`src/rtl/dcachePkg.sv`:
```
package dcachePkg;

  // byte address split, 17 bits in all
  localparam int ADDR_WIDTH       = 17;
  localparam int OFFSET_WIDTH     = 4;   // byte within block
  localparam int BLOCK_BYTES      = 16;
  localparam int LINE_WIDTH       = 128; // data bits per line
  localparam int INDEX_WIDTH      = 5;   // 32 lines
  localparam int BANK_INDEX_WIDTH = 4;   // 16 lines per bank
  localparam int TAG_WIDTH        = 8;
  localparam int BLOCK_ADDR_WIDTH = 13;  // address without offset

  // access size codes, as driven by the load/store unit
  localparam logic [1:0] ACCESS_NONE = 2'd0;
  localparam logic [1:0] ACCESS_BYTE = 2'd1;
  localparam logic [1:0] ACCESS_HALF = 2'd2;
  localparam logic [1:0] ACCESS_WORD = 2'd3;

  // lookup view
  // index bit 0 selects the even or the odd bank
  typedef struct packed {
    logic [TAG_WIDTH-1:0]    tag;
    logic [INDEX_WIDTH-1:0]  index;
    logic [OFFSET_WIDTH-1:0] offset;
  } addrFieldsT;

  // miss and refill view
  typedef struct packed {
    logic [BLOCK_ADDR_WIDTH-1:0] blockAddr;
    logic [OFFSET_WIDTH-1:0]     offset;
  } addrBlockT;

  // one address word, read either way
  typedef union packed {
    addrFieldsT fields;
    addrBlockT  block;
  } dataAddrT;

endpackage

```
`src/rtl/cacheBank.sv`:
```
`timescale 1ns/100ps

// one bank of the direct-mapped cache
// lookup is combinational, fill and store land at the clock edge
module cacheBank
  import dcachePkg::*;
(
  input  logic                        clkIn,
  input  logic                        resetIn,
  input  logic [BANK_INDEX_WIDTH-1:0] lookupIndex,
  input  logic [TAG_WIDTH-1:0]        lookupTag,
  input  logic [BLOCK_BYTES-1:0]      storeMask,   // one bit per byte
  input  logic [LINE_WIDTH-1:0]       storeData,   // already in byte position
  input  logic                        fillValid,
  input  logic [BANK_INDEX_WIDTH-1:0] fillIndex,
  input  logic [TAG_WIDTH-1:0]        fillTag,
  input  logic [LINE_WIDTH-1:0]       fillData,
  output logic                        hit,
  output logic [LINE_WIDTH-1:0]       lineData
);

  logic [2**BANK_INDEX_WIDTH-1:0] validBits;
  logic [TAG_WIDTH-1:0]           tagMem  [2**BANK_INDEX_WIDTH];
  logic [LINE_WIDTH-1:0]          dataMem [2**BANK_INDEX_WIDTH];

  assign hit      = validBits[lookupIndex] && (tagMem[lookupIndex] == lookupTag);
  assign lineData = dataMem[lookupIndex];

  always_ff @(posedge clkIn) begin
    if (resetIn) begin
      validBits <= '0;
    end else if (fillValid) begin
      validBits[fillIndex] <= 1'b1;
    end
  end

  // tag and data arrays
  always_ff @(posedge clkIn) begin
    for (int b = 0; b < BLOCK_BYTES; b++) begin
      if (storeMask[b]) begin
        dataMem[lookupIndex][8*b +: 8] <= storeData[8*b +: 8];
      end
    end
    // a refill replaces the whole line, so it wins over any byte store
    if (fillValid) begin
      tagMem[fillIndex]  <= fillTag;
      dataMem[fillIndex] <= fillData;
    end
  end

  // no line is valid right after reset
  validClearAfterReset: assert property (
    @(posedge clkIn) resetIn |=> (validBits == '0)
  ) else $error("valid bits not clear after reset");

  // stores only reach lines that hit, refills never target a line in use
  noFillStoreClash: assert property (
    @(posedge clkIn) disable iff (resetIn)
    !(fillValid && (storeMask != '0) && (fillIndex == lookupIndex))
  ) else $error("refill and store to the same line");

endmodule

```
`config.mk`:
```
export PLATFORM = sky130hd
export DESIGN_NAME = cacheBank
export DESIGN_NICKNAME = d
export VERILOG_FILES = /design/src/rtl/dcachePkg.sv /design/src/rtl/cacheBank.sv
export SDC_FILE = /design/constraint.sdc
export NUM_CORES = 2
export LEC_CHECK = 0
export BUFFER_PORTS_ARGS = -buffer_cell sky130_fd_sc_hd__buf_2
export CAP_MARGIN = 10
export CORE_MARGIN = 4
export CORE_UTILIZATION = 40
export CTS_BUF_LIST = sky130_fd_sc_hd__clkbuf_2
export CTS_CLUSTER_SIZE = 12
export DETAILED_ROUTE_END_ITERATION = 7
export PLACE_DENSITY = 0.55
export SYNTH_ARGS = -nofsm -noshare
export SYNTH_HDL_FRONTEND = slang
export SYNTH_SLANG_ARGS = --single-unit
```
`constraint.sdc`:
```
create_clock -name clkIn -period 2.4 [get_ports clkIn]
set_input_delay 0.24 -clock clkIn [delete_from_list [all_inputs] [get_ports clkIn]]
set_output_delay 0.24 -clock clkIn [all_outputs]
set_load 0.03 [all_outputs]
```
# After elaboration in Yosys (flattened, before gate mapping)
# Memories as Yosys holds them, arrays and structs flattened.
# Cells that the tools add are included.
classes:
  muxes: 38
  order_cmp: 3
  n_reduce_logical: 2
  bitwise_logic: 1
  n_eq_ne: 1
op_table:
  columns: ["op", "n"]
  rows:
  - ["$mux W1", 36]
  - ["$or A16 B16 Y16", 1]
  - ["$lt A4 B5 Y1 const B", 2]
  - ["$eq A8 B8 Y1", 1]
  - ["$bmux W1 S4", 1]
  - ["$demux W1 S4", 1]
  - ["$ge A4 B1 Y1 const B", 1]
  - ["$logic_and A1 B1 Y1", 2]
word_totals:
  inputBits: 299
  n_memories: 2
  reg_bits: 16
  ram_bits: 2176
  wordCells: 48
  out_inout_bits: 129
memory_table:
  columns: ["name", "depth", "width", "rd", "rd_clocked_by_memory_dff", "wr", "line_no", "text"]
  rows:
  - ["dataMem", 16, 128, 1, 0, 2, "cacheBank.sv:24", "logic [LINE_WIDTH-1:0] dataMem [2**BANK_INDEX_WIDTH];"]
  - ["tagMem", 16, 8, 1, 0, 1, "cacheBank.sv:23", "logic [TAG_WIDTH-1:0] tagMem [2**BANK_INDEX_WIDTH];"]

# Depth between registers and ports, before layout
logic_depth:
  depth_word: 5
  ltp_mapped: 10
  mapped_depth_nobuf: 6

# Worst setup path before layout
# Ideal clock, no wire load.
synth_path:
  kind: "input to output"
  start: "input port lookupIndex[3]"
  end: "output port hit"
  required_ps: 2160
  slack_ps: -39
  stages: 7
  path_buffers: 2
  t_arrival_ps: 2199
  cell_sequence: "buf_2 buf_1 mux4_2 mux4_2 xnor2_1 nand3_1 nor3_2"
synth_between:
  elab_chain_len: 3
  elab_cells_between_ends: 5
  cone_classes: "eq/ne (1); mux (2); reduce/logical (1); memory (1)"
synth_rtl:
  columns: ["item", "line_no", "text"]
  rows:
  - ["from (decl)", "cacheBank.sv:10", "input logic [BANK_INDEX_WIDTH-1:0] lookupIndex,"]
  - ["$mem_v2 Z16 W8 / $bmux W1 S4 (equally long branches)", null, null]
  - ["$eq A8 B8 Y1 / $mux W1 (equally long branches)", "cacheBank.sv:26", "assign hit = validBits[lookupIndex] && (tagMem[lookupIndex] == lookupTag);"]
  - ["$logic_and A1 B1 Y1 *", "cacheBank.sv:26", null]
  - ["to (decl)", "cacheBank.sv:18", "output logic hit,"]
# Every way passes the cells marked *; elsewhere a longest branch is shown, timed or not. The select of a mux whose other input is x is not followed.

# Worst setup path after layout
layout_path:
  start: "memory tagMem[14][1]"
  end: "output port hit"
layout_between:
  elab_chain_len: 3
layout_rtl:
  columns: ["item", "line_no"]
  rows:
  - ["from (decl)", "cacheBank.sv:23"]
  - ["$mem_v2 Z16 W8", null]
  - ["$eq A8 B8 Y1", "cacheBank.sv:26"]
  - ["$logic_and A1 B1 Y1", "cacheBank.sv:26"]
# Every way passes these cells.

==> flow_metrics.py <==
metrics = {
    "logic_synthesis": {
        "yosysSeqAreaShare": 0.598,
        "ys_ff_latch": 2192,
        "netlist_instances": 7734,
        "synth_nets": 8033,
        "synth_cell_types": 33,
        "synth_area_mm2": 0.110,
        "syn_area_per_cell_um2": 14.2,
        "synth-warning-count": 0,
    },
    "routing": {
        "drt-pass1-iter-count": 6,
        "drt_iter0_drc": 8369,
        "vias": 77921,
        "drtAntennaViolNets": 0,
        "drc": 0,
        "wl_per_cell_um": 28.7,
        "wl_um": 398000,
        "vias_per_cell": 5.62,
    },
    "clock_network": {
        "cts_buffers": 603,
        "cts_root_buf": "clkbuf_2",
        "clockBufferDepth": 4,
        "insertion_delay_ps": 2090,
        "cts.sinks": 2192,
        "clkTransAtPathRegs_ps": 100,
        "ctsHtreeMaxLevel": 6,
        "cts_tree": "built",
    },
    "floorplanning": {
        "die_area_mm2": 0.283,
        "fp-row-count": 192,
        "start_util": 0.402,
        "die_h_um": 532,
        "dieWidth_um": 532,
        "core_area_mm2": 0.274,
        "io_pins": 428,
    },
    "grt": {
        "met2_usage": 0.461,
        "antenna_found_initial": 23,
        "met3_usage": 0.0449,
        "grt_pass1_vias": 80796,
        "met1_usage": 0.354,
        "grt_max_degree": 66,
        "track_usage": 0.273,
        "grt_pass1_wl_um": 566000,
        "grt_busiest_layer": "met2",
        "grt_overflow": 0,
    },
    "worst_setup_path": {
        "regToRegSetupSlack_ps": 670,
        "reg2regPathDepth": 4,
        "cp-start-kind": "flip-flop",
        "cp.required_ps": 2160,
        "rr_startpoint": "validBits[11]$_SDFFE_PP0P_",
        "critical_path_buf_inv_count": 3,
        "r2r_end": "validBits[11]$_SDFFE_PP0P_",
        "path_delay_family": "multiplexers",
        "cp.arrival_ps": 4580,
        "path_cells": "mux4_2 -> mux4_2 -> xnor2_2 -> buf_4 -> nand4_1 -> nor3_4 -> buf_12 -> buf_12",
        "cp-end-kind": "output pin",
        "criticalPathCategory": "reg -> out",
        "crit_path_max_incr_delay_ps": 490,
        "crit_path_max_fanout": 1,
        "crit_path_top_delay_cell": "mux4_2",
    },
    "sta": {
        "hold_violations": 0,
        "period_minus_slack_ps": 4820,
        "finClkSkew_ps": 0,
        "drv_slew": 0,
        "relSlewSlack": 0.360,
        "setup_viol": 192,
        "grt_setup_unrepaired": "yes",
        "fin_tns_setup_ps": -194270,
        "worst_slack_ps": -2420,
        "post-route-period-util": 2.01,
        "fmax_mhz": 207,
        "tightest_slew_ps": 956,
    },
    "placed_design": {
        "pre_cts_slack_ps": -740,
        "placed_area_mm2": 0.124,
        "hpwl_um": 240000,
        "io_buffers": 427,
        "place_congestion": 0.817,
        "dpl.cell_count": 11624,
    },
    "cells_and_area": {
        "final_cell_area_mm2": 0.142,
        "nets": 10142,
        "final_layout_size_suffix_gt1_frac": 0.397,
        "layoutNonFillerInstCount": 13864,
        "area_delta_synth_final_pct": 29.5,
    },
    "status": {
        "status": "finished with violations",
        "violations": "negative setup slack",
    },
    "power": {
        "p_leak_nw": 53.8,
        "total_power_w": 0.0837,
        "ir_drop_mv": 0.396,
        "p_per_area_mw_per_mm2": 588,
    },
    "job": {
        "max_cap_violations": 0,
    },
    "worst_hold_path": {
        "min_to": "dataMem[8][127]$_DFFE_PP_",
        "worstHoldPathCells": 6,
        "min_path_type": "in -> reg",
        "min-delay-start": "fillIndex[2]",
    },
}
-- worst max path at each step --
stage                             from           end  slack [ps]  cells after the start
5_1_grt        tagMem[14][1]$_DFFE_PP_           hit       -2610                      8
2_1_floorplan           lookupIndex[0]  lineData[10]          10                      4
3_3_place_gp            lookupIndex[1]           hit        -780                      9
3_5_place_dp            lookupIndex[1]           hit        -740                      9
4_1_cts        tagMem[14][1]$_DFFE_PP_           hit       -2800                      8
6_report       tagMem[14][1]$_DFFE_PP_           hit       -2420                      8
-- registers in the layout (all words and copies together), names as in the netlist --
register / flops
tagMem: 128
validBits: 16
dataMem: 2048
-- through the flow --
step                utilization  hold WS [ps]
floorplan                     -           339
global placement          0.452           445
detailed placement        0.452           459
CTS                       0.518          1.42
global route              0.520           172
finish                    0.520           213
-- layout make-up --
type | instances | area, um2
antenna | 10 | 25.0
clock buffer | 859 | 4300
clock inverter | 168 | 1060
fill | 23079 | 131000
inverter | 6 | 105
multi-input combinational | 4733 | 41200
sequential | 2192 | 65700
tap | 3589 | 4490
timing repair buffer | 2307 | 25500
-- synth_stat cells (all sizes together) --
library cell,instances,area share
a22oi,6,0.00041
mux4,677,0.14
and2,1,0.000057
buf,191,0.0086
a21oi,1,0.000046
nand4,1,0.000057
nor3,7,0.00055
o221ai,1,0.000080
nor4,1,0.00011
o21ai,2,0.000091
nor2b,3,0.00017
or3,4,0.00023
or3b,1,0.000080
nor3b,1,0.000068
dfxtp,16,0.0029
mux2i,14,0.0013
a21o,160,0.011
clkbuf,612,0.021
nand3b,2,0.00014
nand2,2500,0.085
inv,6,0.00020
xnor2,6,0.00048
mux2,1281,0.13
edfxtp,2176,0.59
nand3,3,0.00014
nor2,52,0.0018
nand2b,9,0.00051
-- power by group --
group / switching [W] / internal, W
combinational: 0.00624 / 0.00603
clock: 0.0170 / 0.0105
sequential: 0.000352 / 0.0436
-- layout by cell type (no fill, tap or decap), types with 6 or more instances in the layout --
cell type and count:
nor2_1 33, dfxtp_1 16, mux4_2 677, dlygate4sd3_1 1159, clkinv_4 14, buf_6 132, mux2i_1 14, clkbuf_16 7
nor2_4 19, mux2_2 1281, clkinv_2 21, buf_4 283, inv_8 8, a21o_1 160, clkinvlp_4 14, clkinv_1 89
bufinv_16 7, diode_2 10, clkbuf_2 859, a22oi_1 6, edfxtp_1 2176, inv_6 18, buf_12 417, nand2b_1 6
nand2_1 2500, buf_2 294
-- cells by family after synthesis --
group	Yosys count	share of synthesized area
buf+inv	809	0.0297
xor+xnor	6	0.000478
compound gates	170	0.0116
flops	2192	0.598
mux	1972	0.271
simple gates	2585	0.0893
-- metal layers --
metal / part of all wire / vias to the layer above
met5: 0.00026 / -
met1: 0.39 / 40132
met2: 0.50 / 3785
met3: 0.075 / 747
li1: - / 33243
met4: 0.037 / 14
-- worst reg2reg max path, stage by stage (launching register included) --
cell and delay (ps):
dfxtp_1 340, nor2_1 90, dlygate4sd3_1 580, nor2_1 50, dlygate4sd3_1 580
-- timing repair --
action,in CTS,in global routing
pin swaps,2,5
resized for setup,261,22
buffers inserted,0,28
hold buffers,1171,4
endpoints found under the setup margin,129,635
endpoints found under the hold margin,4368,373
cloned,0,7
(Power assumes the default switching activity.)
