===== config.mk =====
export PLATFORM = sky130hd
export DESIGN_NAME = accessAlign
export DESIGN_NICKNAME = d
export VERILOG_FILES = /design/src/rtl/dcachePkg.sv /design/src/rtl/accessAlign.sv
export SDC_FILE = /design/constraint.sdc
export NUM_CORES = 1
export LEC_CHECK = 0
export BUFFER_PORTS_ARGS = -buffer_cell sky130_fd_sc_hd__buf_2
export CORE_AREA = 8 8 370 372
export DETAILED_ROUTE_END_ITERATION = 6
export DIE_AREA = 0 0 378 380
export SYNTH_ARGS = -nofsm -noshare
export SYNTH_HDL_FRONTEND = slang
export SYNTH_SLANG_ARGS = --single-unit

===== constraint.sdc =====
create_clock -name clkIn -period 4.65 [get_ports clkIn]
set_input_delay 0 -clock clkIn [delete_from_list [all_inputs] [get_ports clkIn]]
set_output_delay 0 -clock clkIn [all_outputs]
set_load 0.03 [all_outputs]

===== src/rtl/dcachePkg.sv =====
package dcachePkg;

  // byte address split, 17 bits in all
  localparam int ADDR_WIDTH       = 17;
  localparam int OFFSET_WIDTH     = 4;   // byte within block
  localparam int BLOCK_BYTES      = 16;
  localparam int LINE_WIDTH       = 128; // data bits per line
  localparam int INDEX_WIDTH      = 5;   // 32 lines
  localparam int BANK_INDEX_WIDTH = 4;   // 16 lines per bank
  localparam int TAG_WIDTH        = 8;
  localparam int BLOCK_ADDR_WIDTH = 13;  // address without offset

  // access size codes, as driven by the load/store unit
  localparam logic [1:0] ACCESS_NONE = 2'd0;
  localparam logic [1:0] ACCESS_BYTE = 2'd1;
  localparam logic [1:0] ACCESS_HALF = 2'd2;
  localparam logic [1:0] ACCESS_WORD = 2'd3;

  // lookup view
  // index bit 0 selects the even or the odd bank
  typedef struct packed {
    logic [TAG_WIDTH-1:0]    tag;
    logic [INDEX_WIDTH-1:0]  index;
    logic [OFFSET_WIDTH-1:0] offset;
  } addrFieldsT;

  // miss and refill view
  typedef struct packed {
    logic [BLOCK_ADDR_WIDTH-1:0] blockAddr;
    logic [OFFSET_WIDTH-1:0]     offset;
  } addrBlockT;

  // one address word, read either way
  typedef union packed {
    addrFieldsT fields;
    addrBlockT  block;
  } dataAddrT;

endpackage


===== src/rtl/accessAlign.sv =====
`timescale 1ns/100ps

// address split across banks, line merge, hit/miss decision, result registers
module accessAlign
  import dcachePkg::*;
(
  input  logic                        clkIn,
  input  logic                        resetIn,
  input  logic [1:0]                  accessType,
  input  logic                        readWriteIn,  // 1 is read
  input  logic [ADDR_WIDTH-1:0]       dataAddrIn,
  input  logic [31:0]                 dataIn,
  input  logic                        memDataValid,
  input  logic [BLOCK_ADDR_WIDTH-1:0] memAddr,
  input  logic [LINE_WIDTH-1:0]       memDataIn,
  input  logic                        evenHit,
  input  logic                        oddHit,
  input  logic [LINE_WIDTH-1:0]       evenLine,
  input  logic [LINE_WIDTH-1:0]       oddLine,
  output logic [BANK_INDEX_WIDTH-1:0] evenIndex,
  output logic [BANK_INDEX_WIDTH-1:0] oddIndex,
  output logic [TAG_WIDTH-1:0]        evenTag,
  output logic [TAG_WIDTH-1:0]        oddTag,
  output logic [BLOCK_BYTES-1:0]      evenStoreMask,
  output logic [BLOCK_BYTES-1:0]      oddStoreMask,
  output logic [LINE_WIDTH-1:0]       evenStoreData,
  output logic [LINE_WIDTH-1:0]       oddStoreData,
  output logic                        evenFillValid,
  output logic                        oddFillValid,
  output logic [BANK_INDEX_WIDTH-1:0] fillIndex,
  output logic [TAG_WIDTH-1:0]        fillTag,
  output logic [LINE_WIDTH-1:0]       fillData,
  output logic                        dataOutValid,
  output logic [31:0]                 dataOut,
  output logic                        dataWriteSuc,
  output logic                        miss,
  output logic [BLOCK_ADDR_WIDTH-1:0] missAddr
);

  dataAddrT reqAddr;
  dataAddrT nextAddr;
  dataAddrT fillAddr;

  logic                        request;
  logic                        firstOdd;    // first line sits in the odd bank
  logic [BLOCK_ADDR_WIDTH-1:0] firstBlock;
  logic [BLOCK_ADDR_WIDTH-1:0] secondBlock;
  logic [2:0]                  sizeBytes;
  logic [3:0]                  byteEnable;
  logic [OFFSET_WIDTH:0]       lastByte;
  logic                        crossing;
  logic                        firstHit;
  logic                        secondHit;
  logic                        allHit;
  logic                        storeOk;

  logic [LINE_WIDTH-1:0]       firstLine;
  logic [LINE_WIDTH-1:0]       secondLine;
  logic [2*LINE_WIDTH-1:0]     linePair;
  logic [31:0]                 readWord;
  logic [31:0]                 readValue;
  logic [2*BLOCK_BYTES-1:0]    pairMask;
  logic [2*LINE_WIDTH-1:0]     pairData;
  logic [BLOCK_BYTES-1:0]      firstMask;
  logic [BLOCK_BYTES-1:0]      secondMask;

  assign request = (accessType != ACCESS_NONE);

  // the two blocks an access can touch, last block wraps to 0
  assign reqAddr     = dataAddrIn;
  assign firstBlock  = reqAddr.block.blockAddr;
  assign secondBlock = firstBlock + 1'b1;
  assign nextAddr    = {secondBlock, {OFFSET_WIDTH{1'b0}}};
  assign firstOdd    = reqAddr.fields.index[0];

  assign evenIndex = firstOdd ? nextAddr.fields.index[INDEX_WIDTH-1:1]
                              : reqAddr.fields.index[INDEX_WIDTH-1:1];
  assign oddIndex  = firstOdd ? reqAddr.fields.index[INDEX_WIDTH-1:1]
                              : nextAddr.fields.index[INDEX_WIDTH-1:1];
  assign evenTag   = firstOdd ? nextAddr.fields.tag : reqAddr.fields.tag;
  assign oddTag    = firstOdd ? reqAddr.fields.tag : nextAddr.fields.tag;

  // refill path
  assign fillAddr      = {memAddr, {OFFSET_WIDTH{1'b0}}};
  assign fillIndex     = fillAddr.fields.index[INDEX_WIDTH-1:1];
  assign fillTag       = fillAddr.fields.tag;
  assign fillData      = memDataIn;
  assign evenFillValid = memDataValid && !fillAddr.fields.index[0];
  assign oddFillValid  = memDataValid && fillAddr.fields.index[0];

  always_comb begin
    case (accessType)
      ACCESS_BYTE: begin
        sizeBytes  = 3'd1;
        byteEnable = 4'b0001;
      end
      ACCESS_HALF: begin
        sizeBytes  = 3'd2;
        byteEnable = 4'b0011;
      end
      ACCESS_WORD: begin
        sizeBytes  = 3'd4;
        byteEnable = 4'b1111;
      end
      default: begin
        sizeBytes  = 3'd0;
        byteEnable = 4'b0000;
      end
    endcase
  end

  // carry out of the offset means the access runs into the next block
  assign lastByte = {1'b0, reqAddr.fields.offset} + (OFFSET_WIDTH+1)'(sizeBytes) - 1'b1;
  assign crossing = request && lastByte[OFFSET_WIDTH];

  assign firstHit  = firstOdd ? oddHit : evenHit;
  assign secondHit = firstOdd ? evenHit : oddHit;
  assign allHit    = firstHit && (!crossing || secondHit);
  assign storeOk   = request && !readWriteIn && allHit;

  // read side, little-endian across both lines
  assign firstLine  = firstOdd ? oddLine : evenLine;
  assign secondLine = firstOdd ? evenLine : oddLine;
  assign linePair   = {secondLine, firstLine};
  assign readWord   = linePair[{reqAddr.fields.offset, 3'b000} +: 32];

  always_comb begin
    case (accessType)
      ACCESS_BYTE: readValue = {24'b0, readWord[7:0]};
      ACCESS_HALF: readValue = {16'b0, readWord[15:0]};
      default:     readValue = readWord;
    endcase
  end

  // write side
  assign pairMask   = {{(2*BLOCK_BYTES-4){1'b0}}, byteEnable} << reqAddr.fields.offset;
  assign pairData   = {{(2*LINE_WIDTH-32){1'b0}}, dataIn} << {reqAddr.fields.offset, 3'b000};
  assign firstMask  = storeOk ? pairMask[BLOCK_BYTES-1:0] : '0;
  assign secondMask = storeOk ? pairMask[2*BLOCK_BYTES-1:BLOCK_BYTES] : '0;

  assign evenStoreMask = firstOdd ? secondMask : firstMask;
  assign oddStoreMask  = firstOdd ? firstMask : secondMask;
  assign evenStoreData = firstOdd ? pairData[2*LINE_WIDTH-1:LINE_WIDTH]
                                  : pairData[LINE_WIDTH-1:0];
  assign oddStoreData  = firstOdd ? pairData[LINE_WIDTH-1:0]
                                  : pairData[2*LINE_WIDTH-1:LINE_WIDTH];

  always_ff @(posedge clkIn) begin
    if (resetIn) begin
      dataOutValid <= 1'b0;
      dataWriteSuc <= 1'b0;
      miss         <= 1'b0;
    end else begin
      dataOutValid <= request && readWriteIn && allHit;
      dataWriteSuc <= storeOk;
      miss         <= request && !allHit;
    end
  end

  always_ff @(posedge clkIn) begin
    if (request) begin
      dataOut  <= readValue;
      missAddr <= firstHit ? secondBlock : firstBlock; // report the line that missed
    end
  end

  strobesExclusive: assert property (
    @(posedge clkIn) disable iff (resetIn)
    $onehot0({dataOutValid, dataWriteSuc, miss})
  ) else $error("more than one result strobe");

endmodule


* Word-level counts from Yosys, hierarchy flattened
Index checks and enable logic that the tools add are counted.
Cells by class: reductions and logical operators 15, bitwise operators 0, divide/modulo/power cells 0, add/subtract/negate cells 3, eq/ne operators 3, $mul 0, shifts and indexed selects 3, $lt $le $gt $ge 0, multiplexer cells 18
Operators with widths (count):
- 128-bit 2-to-1 mux | 4
- 256-bit by 8-bit indexed part select with 32-bit output | 1
- 32-bit by 7-bit left shift with 256-bit output | 1
- 16-bit 2-to-1 mux | 4
- 32-bit one-hot mux with 2 select lines | 1
- 4-bit by 4-bit left shift with 32-bit output | 1
- 8-bit 2-to-1 mux | 2
- 13-bit by 1-bit adder with 13-bit output (second input constant) | 1
- 13-bit 2-to-1 mux | 1
- 4-bit one-hot mux with 3 select lines | 1
- 1-bit logical AND | 9
- 3-bit one-hot mux with 3 select lines | 1
- 4-bit 2-to-1 mux | 2
- 4-bit by 3-bit adder with 5-bit output | 1
- 5-bit by 1-bit subtractor with 5-bit output (second input constant) | 1
- 2-bit == test (second input constant) | 2
- 1-bit logical NOT | 4
- 2-bit by 1-bit == test with 1-bit output (second input constant) | 1
- 1-bit 2-to-1 mux | 2
- 2-bit nonzero test | 1
- 1-bit logical OR | 1
Storage, ports and cells: output and inout bits 502, ROM bits 0, bits in writable memories 0, word-level logic and storage cells 47, bits in latches 0, memories kept 0, register bits after elaboration 48, bits of input ports 454

* Depth between registers and ports, before layout
depth in word-level cells 11, gate-level depth with buffers 14, mapped depth without buffers 11

* Least setup slack after synthesis
No wires, ideal clock.
path kind input to output, from in dataAddrIn[1], to out evenStoreMask[9], arrival time 2.737 ns, buffers on the path 5, cell stages on the path 14, required time 4.650 ns, path slack 1.913 ns, path through buf_2 -> buf_4 -> clkinv_1 -> buf_2 -> clkbuf_1 -> ha_1 -> inv_1 -> ha_1 -> nand2b_1 -> o21bai_1 -> or4_1 -> nand3_1 -> buf_2 -> nor3_1
On the way: longest elaborated chain between the ends 9, elaborated cells on any way between the ends 11, those cells by class 2 x add/sub; 1 x shift; 3 x mux; 5 x reduce/logical
RTL lines:
- start, declared | RTL line accessAlign.sv:11 | input logic [ADDR_WIDTH-1:0] dataAddrIn,
- 4-bit by 3-bit adder with 5-bit output | RTL line accessAlign.sv:113 | assign lastByte = {1'b0, reqAddr.fields.offset} + (OFFSET_WIDTH+1)'(sizeBytes) - 1'b1;
- 5-bit by 1-bit subtractor with 5-bit output | RTL line accessAlign.sv:113
- 1-bit logical AND | RTL line accessAlign.sv:114 | assign crossing = request && lastByte[OFFSET_WIDTH];
- 1-bit logical NOT | RTL line accessAlign.sv:118 | assign allHit = firstHit && (!crossing || secondHit);
- 1-bit logical OR | RTL line accessAlign.sv:118
- 1-bit logical AND | RTL line accessAlign.sv:118
- 1-bit logical AND | RTL line accessAlign.sv:119 | assign storeOk = request && !readWriteIn && allHit;
- 16-bit 2-to-1 mux, on equally long branches | RTL line accessAlign.sv:138, accessAlign.sv:139
- 16-bit 2-to-1 mux (*) | RTL line accessAlign.sv:141 | assign evenStoreMask = firstOdd ? secondMask : firstMask;
- end, declared | RTL line accessAlign.sv:24 | output logic [BLOCK_BYTES-1:0] evenStoreMask,
Mark *: on every way between the ends. The rest lies on a longest branch, timed or not.

* Worst setup path in the final report
from in dataAddrIn[1], to out oddStoreMask[9]
On the way: longest elaborated chain between the ends 9, elaborated cells on any way between the ends 11, those cells by class 2 x add/sub; 1 x shift; 3 x mux; 5 x reduce/logical
RTL lines:
- 4-bit by 3-bit adder with 5-bit output | RTL line accessAlign.sv:113
- 5-bit by 1-bit subtractor with 5-bit output | RTL line accessAlign.sv:113
- 1-bit logical AND | RTL line accessAlign.sv:114
- 1-bit logical NOT | RTL line accessAlign.sv:118
- 1-bit logical OR | RTL line accessAlign.sv:118
- 1-bit logical AND | RTL line accessAlign.sv:118
- 1-bit logical AND | RTL line accessAlign.sv:119
- 16-bit 2-to-1 mux, on equally long branches | RTL line accessAlign.sv:139, accessAlign.sv:138
- 16-bit 2-to-1 mux (*) | RTL line accessAlign.sv:142 | assign oddStoreMask = firstOdd ? firstMask : secondMask;
- end, declared | RTL line accessAlign.sv:25 | output logic [BLOCK_BYTES-1:0] oddStoreMask,
Marks and branches as above.

==> qor.yml <==
hp-start: "memDataIn[28]"
synth-edff-count: 45
hold_violations: 0
place_hpwl_mm: 93.8
critPathCaptureType: "primary output"
die_y_um: 380
ctsResizeCount: 0
fin_util_pct: 13.1
power_mw: 3.05
critical_path_class: "input pin to primary output"
final_nets: 2411
ys_types: 64
drt_first_pass_iters: 6
fmax_mhz: 291
routedWlPerCell_um: 29.8
area_delta_synth_final_pct: 34.2
design.core.area_um2: 131000
grt-ovfl-total: 0
gr-usage-all-layers_pct: 14.6
power.leakage_nw: 7.46
totalWireLength_mm: 111
cp-start-kind: "input pin"
ios: 956
numCtsBuffers: 5
drv_cap: 0
yosys-top-cells-area: "mux4_2 (23%), edfxtp_1 (11%), buf_4 (8.9%), nor2_1 (8.6%), mux2i_1 (7.7%)"
synth-seq-cells: 48
setup_violations: 0
layout_common_cells: "buf_2 (671), nor2_1 (290), nand2_1 (157)"
yosys_warnings: 0
slowest_delay_ns: 0.84
postSynthAreaPerCell_um2: 8.47
power_density_nw_per_um2: 178
synth.yosys.seq_area_share_pct: 11.1
cts_root_buf: "clkbuf_16"
cp.arrival_ns: 3.44
cp_cell_sequence: "clkbuf_8 > inv_2 > ha_1 > inv_1 > ha_1 > nand2b_1 > o21bai_1 > or4_1 > nand3_1 > nor3_1 > buf_2"
grt_max_degree: 96
synth_top_cell_by_area: "mux4_2"
cts.htree.levels: 2
final_area_um2: 17100
synthFlopType: "edfxtp_1"
crit_required_ns: 4.65
std_cell_rows: 133
max-slew-margin-rel_pct: 13.9
cts_tree: "built"
async_reset_ff_share_pct: 0
syn_inst: 1503
postPlaceCellArea_um2: 16800
worstMarginPinSlew_ns: 1.29
rsz0062_at_grt: "false"
routabilityCongestion: 0.979
ctsHoldBuffers: 5
synth_nets: 1968
antenna_found_initial: 75
dieArea_um2: 144000
tns_ns: 0
initial_core_util_pct: 9.73
post_synth_instance_area_um2: 12700
final_common_cell: "buf_2"
drtAntennaViolNets: 0
grt_pass1_wl_mm: 145
cts_max_path_buffers: 2
viasPerCell: 4.25
die_x_um: 378
clock-sinks: 48
hp-class: "input pin to primary output"
grt_pass1_vias: 15600
irDropWorstVdd_mv: 0.146
period_minus_slack_ns: 3.44
cp_top_family: "simple AND/OR/NAND/NOR gates"
port_buffers: 675
num_vias: 15800
outcome: "finished, final reports clean"
drt_first_iter_violations: 1906
min_to: "fillData[28]"
critical_path_buf_inv_count: 4
drc: 0
slowest_stage: "nand3_1"
crit_top_cell: "ha_1"
cts_setup_buffers: 0
synth_top_area_share_pct: 23.0
cp_max_fo: 70
fin_crit_sh_pct: 74.0
maxSlewViolCount: 0
drive_gt1_share_pct: 45.8
whs_path_depth: 0
[synthesized netlist by cell type, drive strengths merged, types with 11 or more instances]
library cell,count
nor2,292
buf,227
nand2,158
mux4,153
mux2i,98
o22ai,73
clkbuf,55
a21oi,45
edfxtp,45
nand3,45
nor3,32
a22oi,28
o21ai,27
and2,23
mux2,19
xnor2,17
inv,14
and3,12
xor2,12
ha,11
[registers in the layout, summed over array words and instances, names as in the netlist]
register,count
missAddr,13
dataWriteSuc,1
dataOut,32
dataOutValid,1
miss,1
[per-stage QoR]
step,hold slack (ns),instances,setup slack [ns]
final,0.0000116,3727,1.21
after CTS,0.000205,3702,0.958
after global routing,0.0000434,3709,0.890
after floorplan,0.0724,1503,1.91
after global placement,0.000205,3689,1.01
after detailed placement,0.000205,3689,0.972
[worst max path at each step]
stage                              from                end  slack, ns  depth (start not counted)
after floorplan           dataAddrIn[1]   evenStoreMask[9]       1.91                         14
after global placement    dataAddrIn[3]  evenStoreData[71]       1.01                          7
after detailed placement  dataAddrIn[3]  evenStoreData[71]       0.97                          7
after CTS                 dataAddrIn[3]  evenStoreData[71]       0.96                          7
after global routing      dataAddrIn[3]  evenStoreData[71]       0.89                          7
final                     dataAddrIn[1]    oddStoreMask[9]       1.21                         11
[layout make-up]
type,instances,area (um^2)
timing repair buffer,718,3800
clock buffer,5,125
clock inverter,3,42.5
inverter,15,62.6
antenna,25,62.6
sequential,48,1410
fill,15100,114000
multi-input combinational,1158,9390
tap,1755,2200
[kinds of logic after synthesis]
logic type	Yosys count	synth area share, %
xor+xnor	29	1.99
flops	48	11.1
simple gates	590	19.6
fa+ha+maj	11	1.08
compound gates	258	13.6
mux	270	37.1
buf+inv	297	15.4
[routing by layer]
layer / track usage (%) / vias up / routed length, um
li1: - / 6410 / -
met1: 17.5 / 7860 / 41800
met2: 22.6 / 1284 / 48600
met3: 7.67 / 232 / 17100
met4: 4.07 / 40 / 3360
met5: 0 / - / 258
[report_power, final]
| part | switching, mW | leakage [nW] | total (mW) | internal [mW] |
|---|---|---|---|---|
| Combinational | 1.32 | 6.89 | 1.97 | 0.649 |
| Clock | 0.254 | 0.0816 | 0.510 | 0.256 |
| Sequential | 0.0186 | 0.490 | 0.563 | 0.545 |
Power figures use the tool's default switching activity.
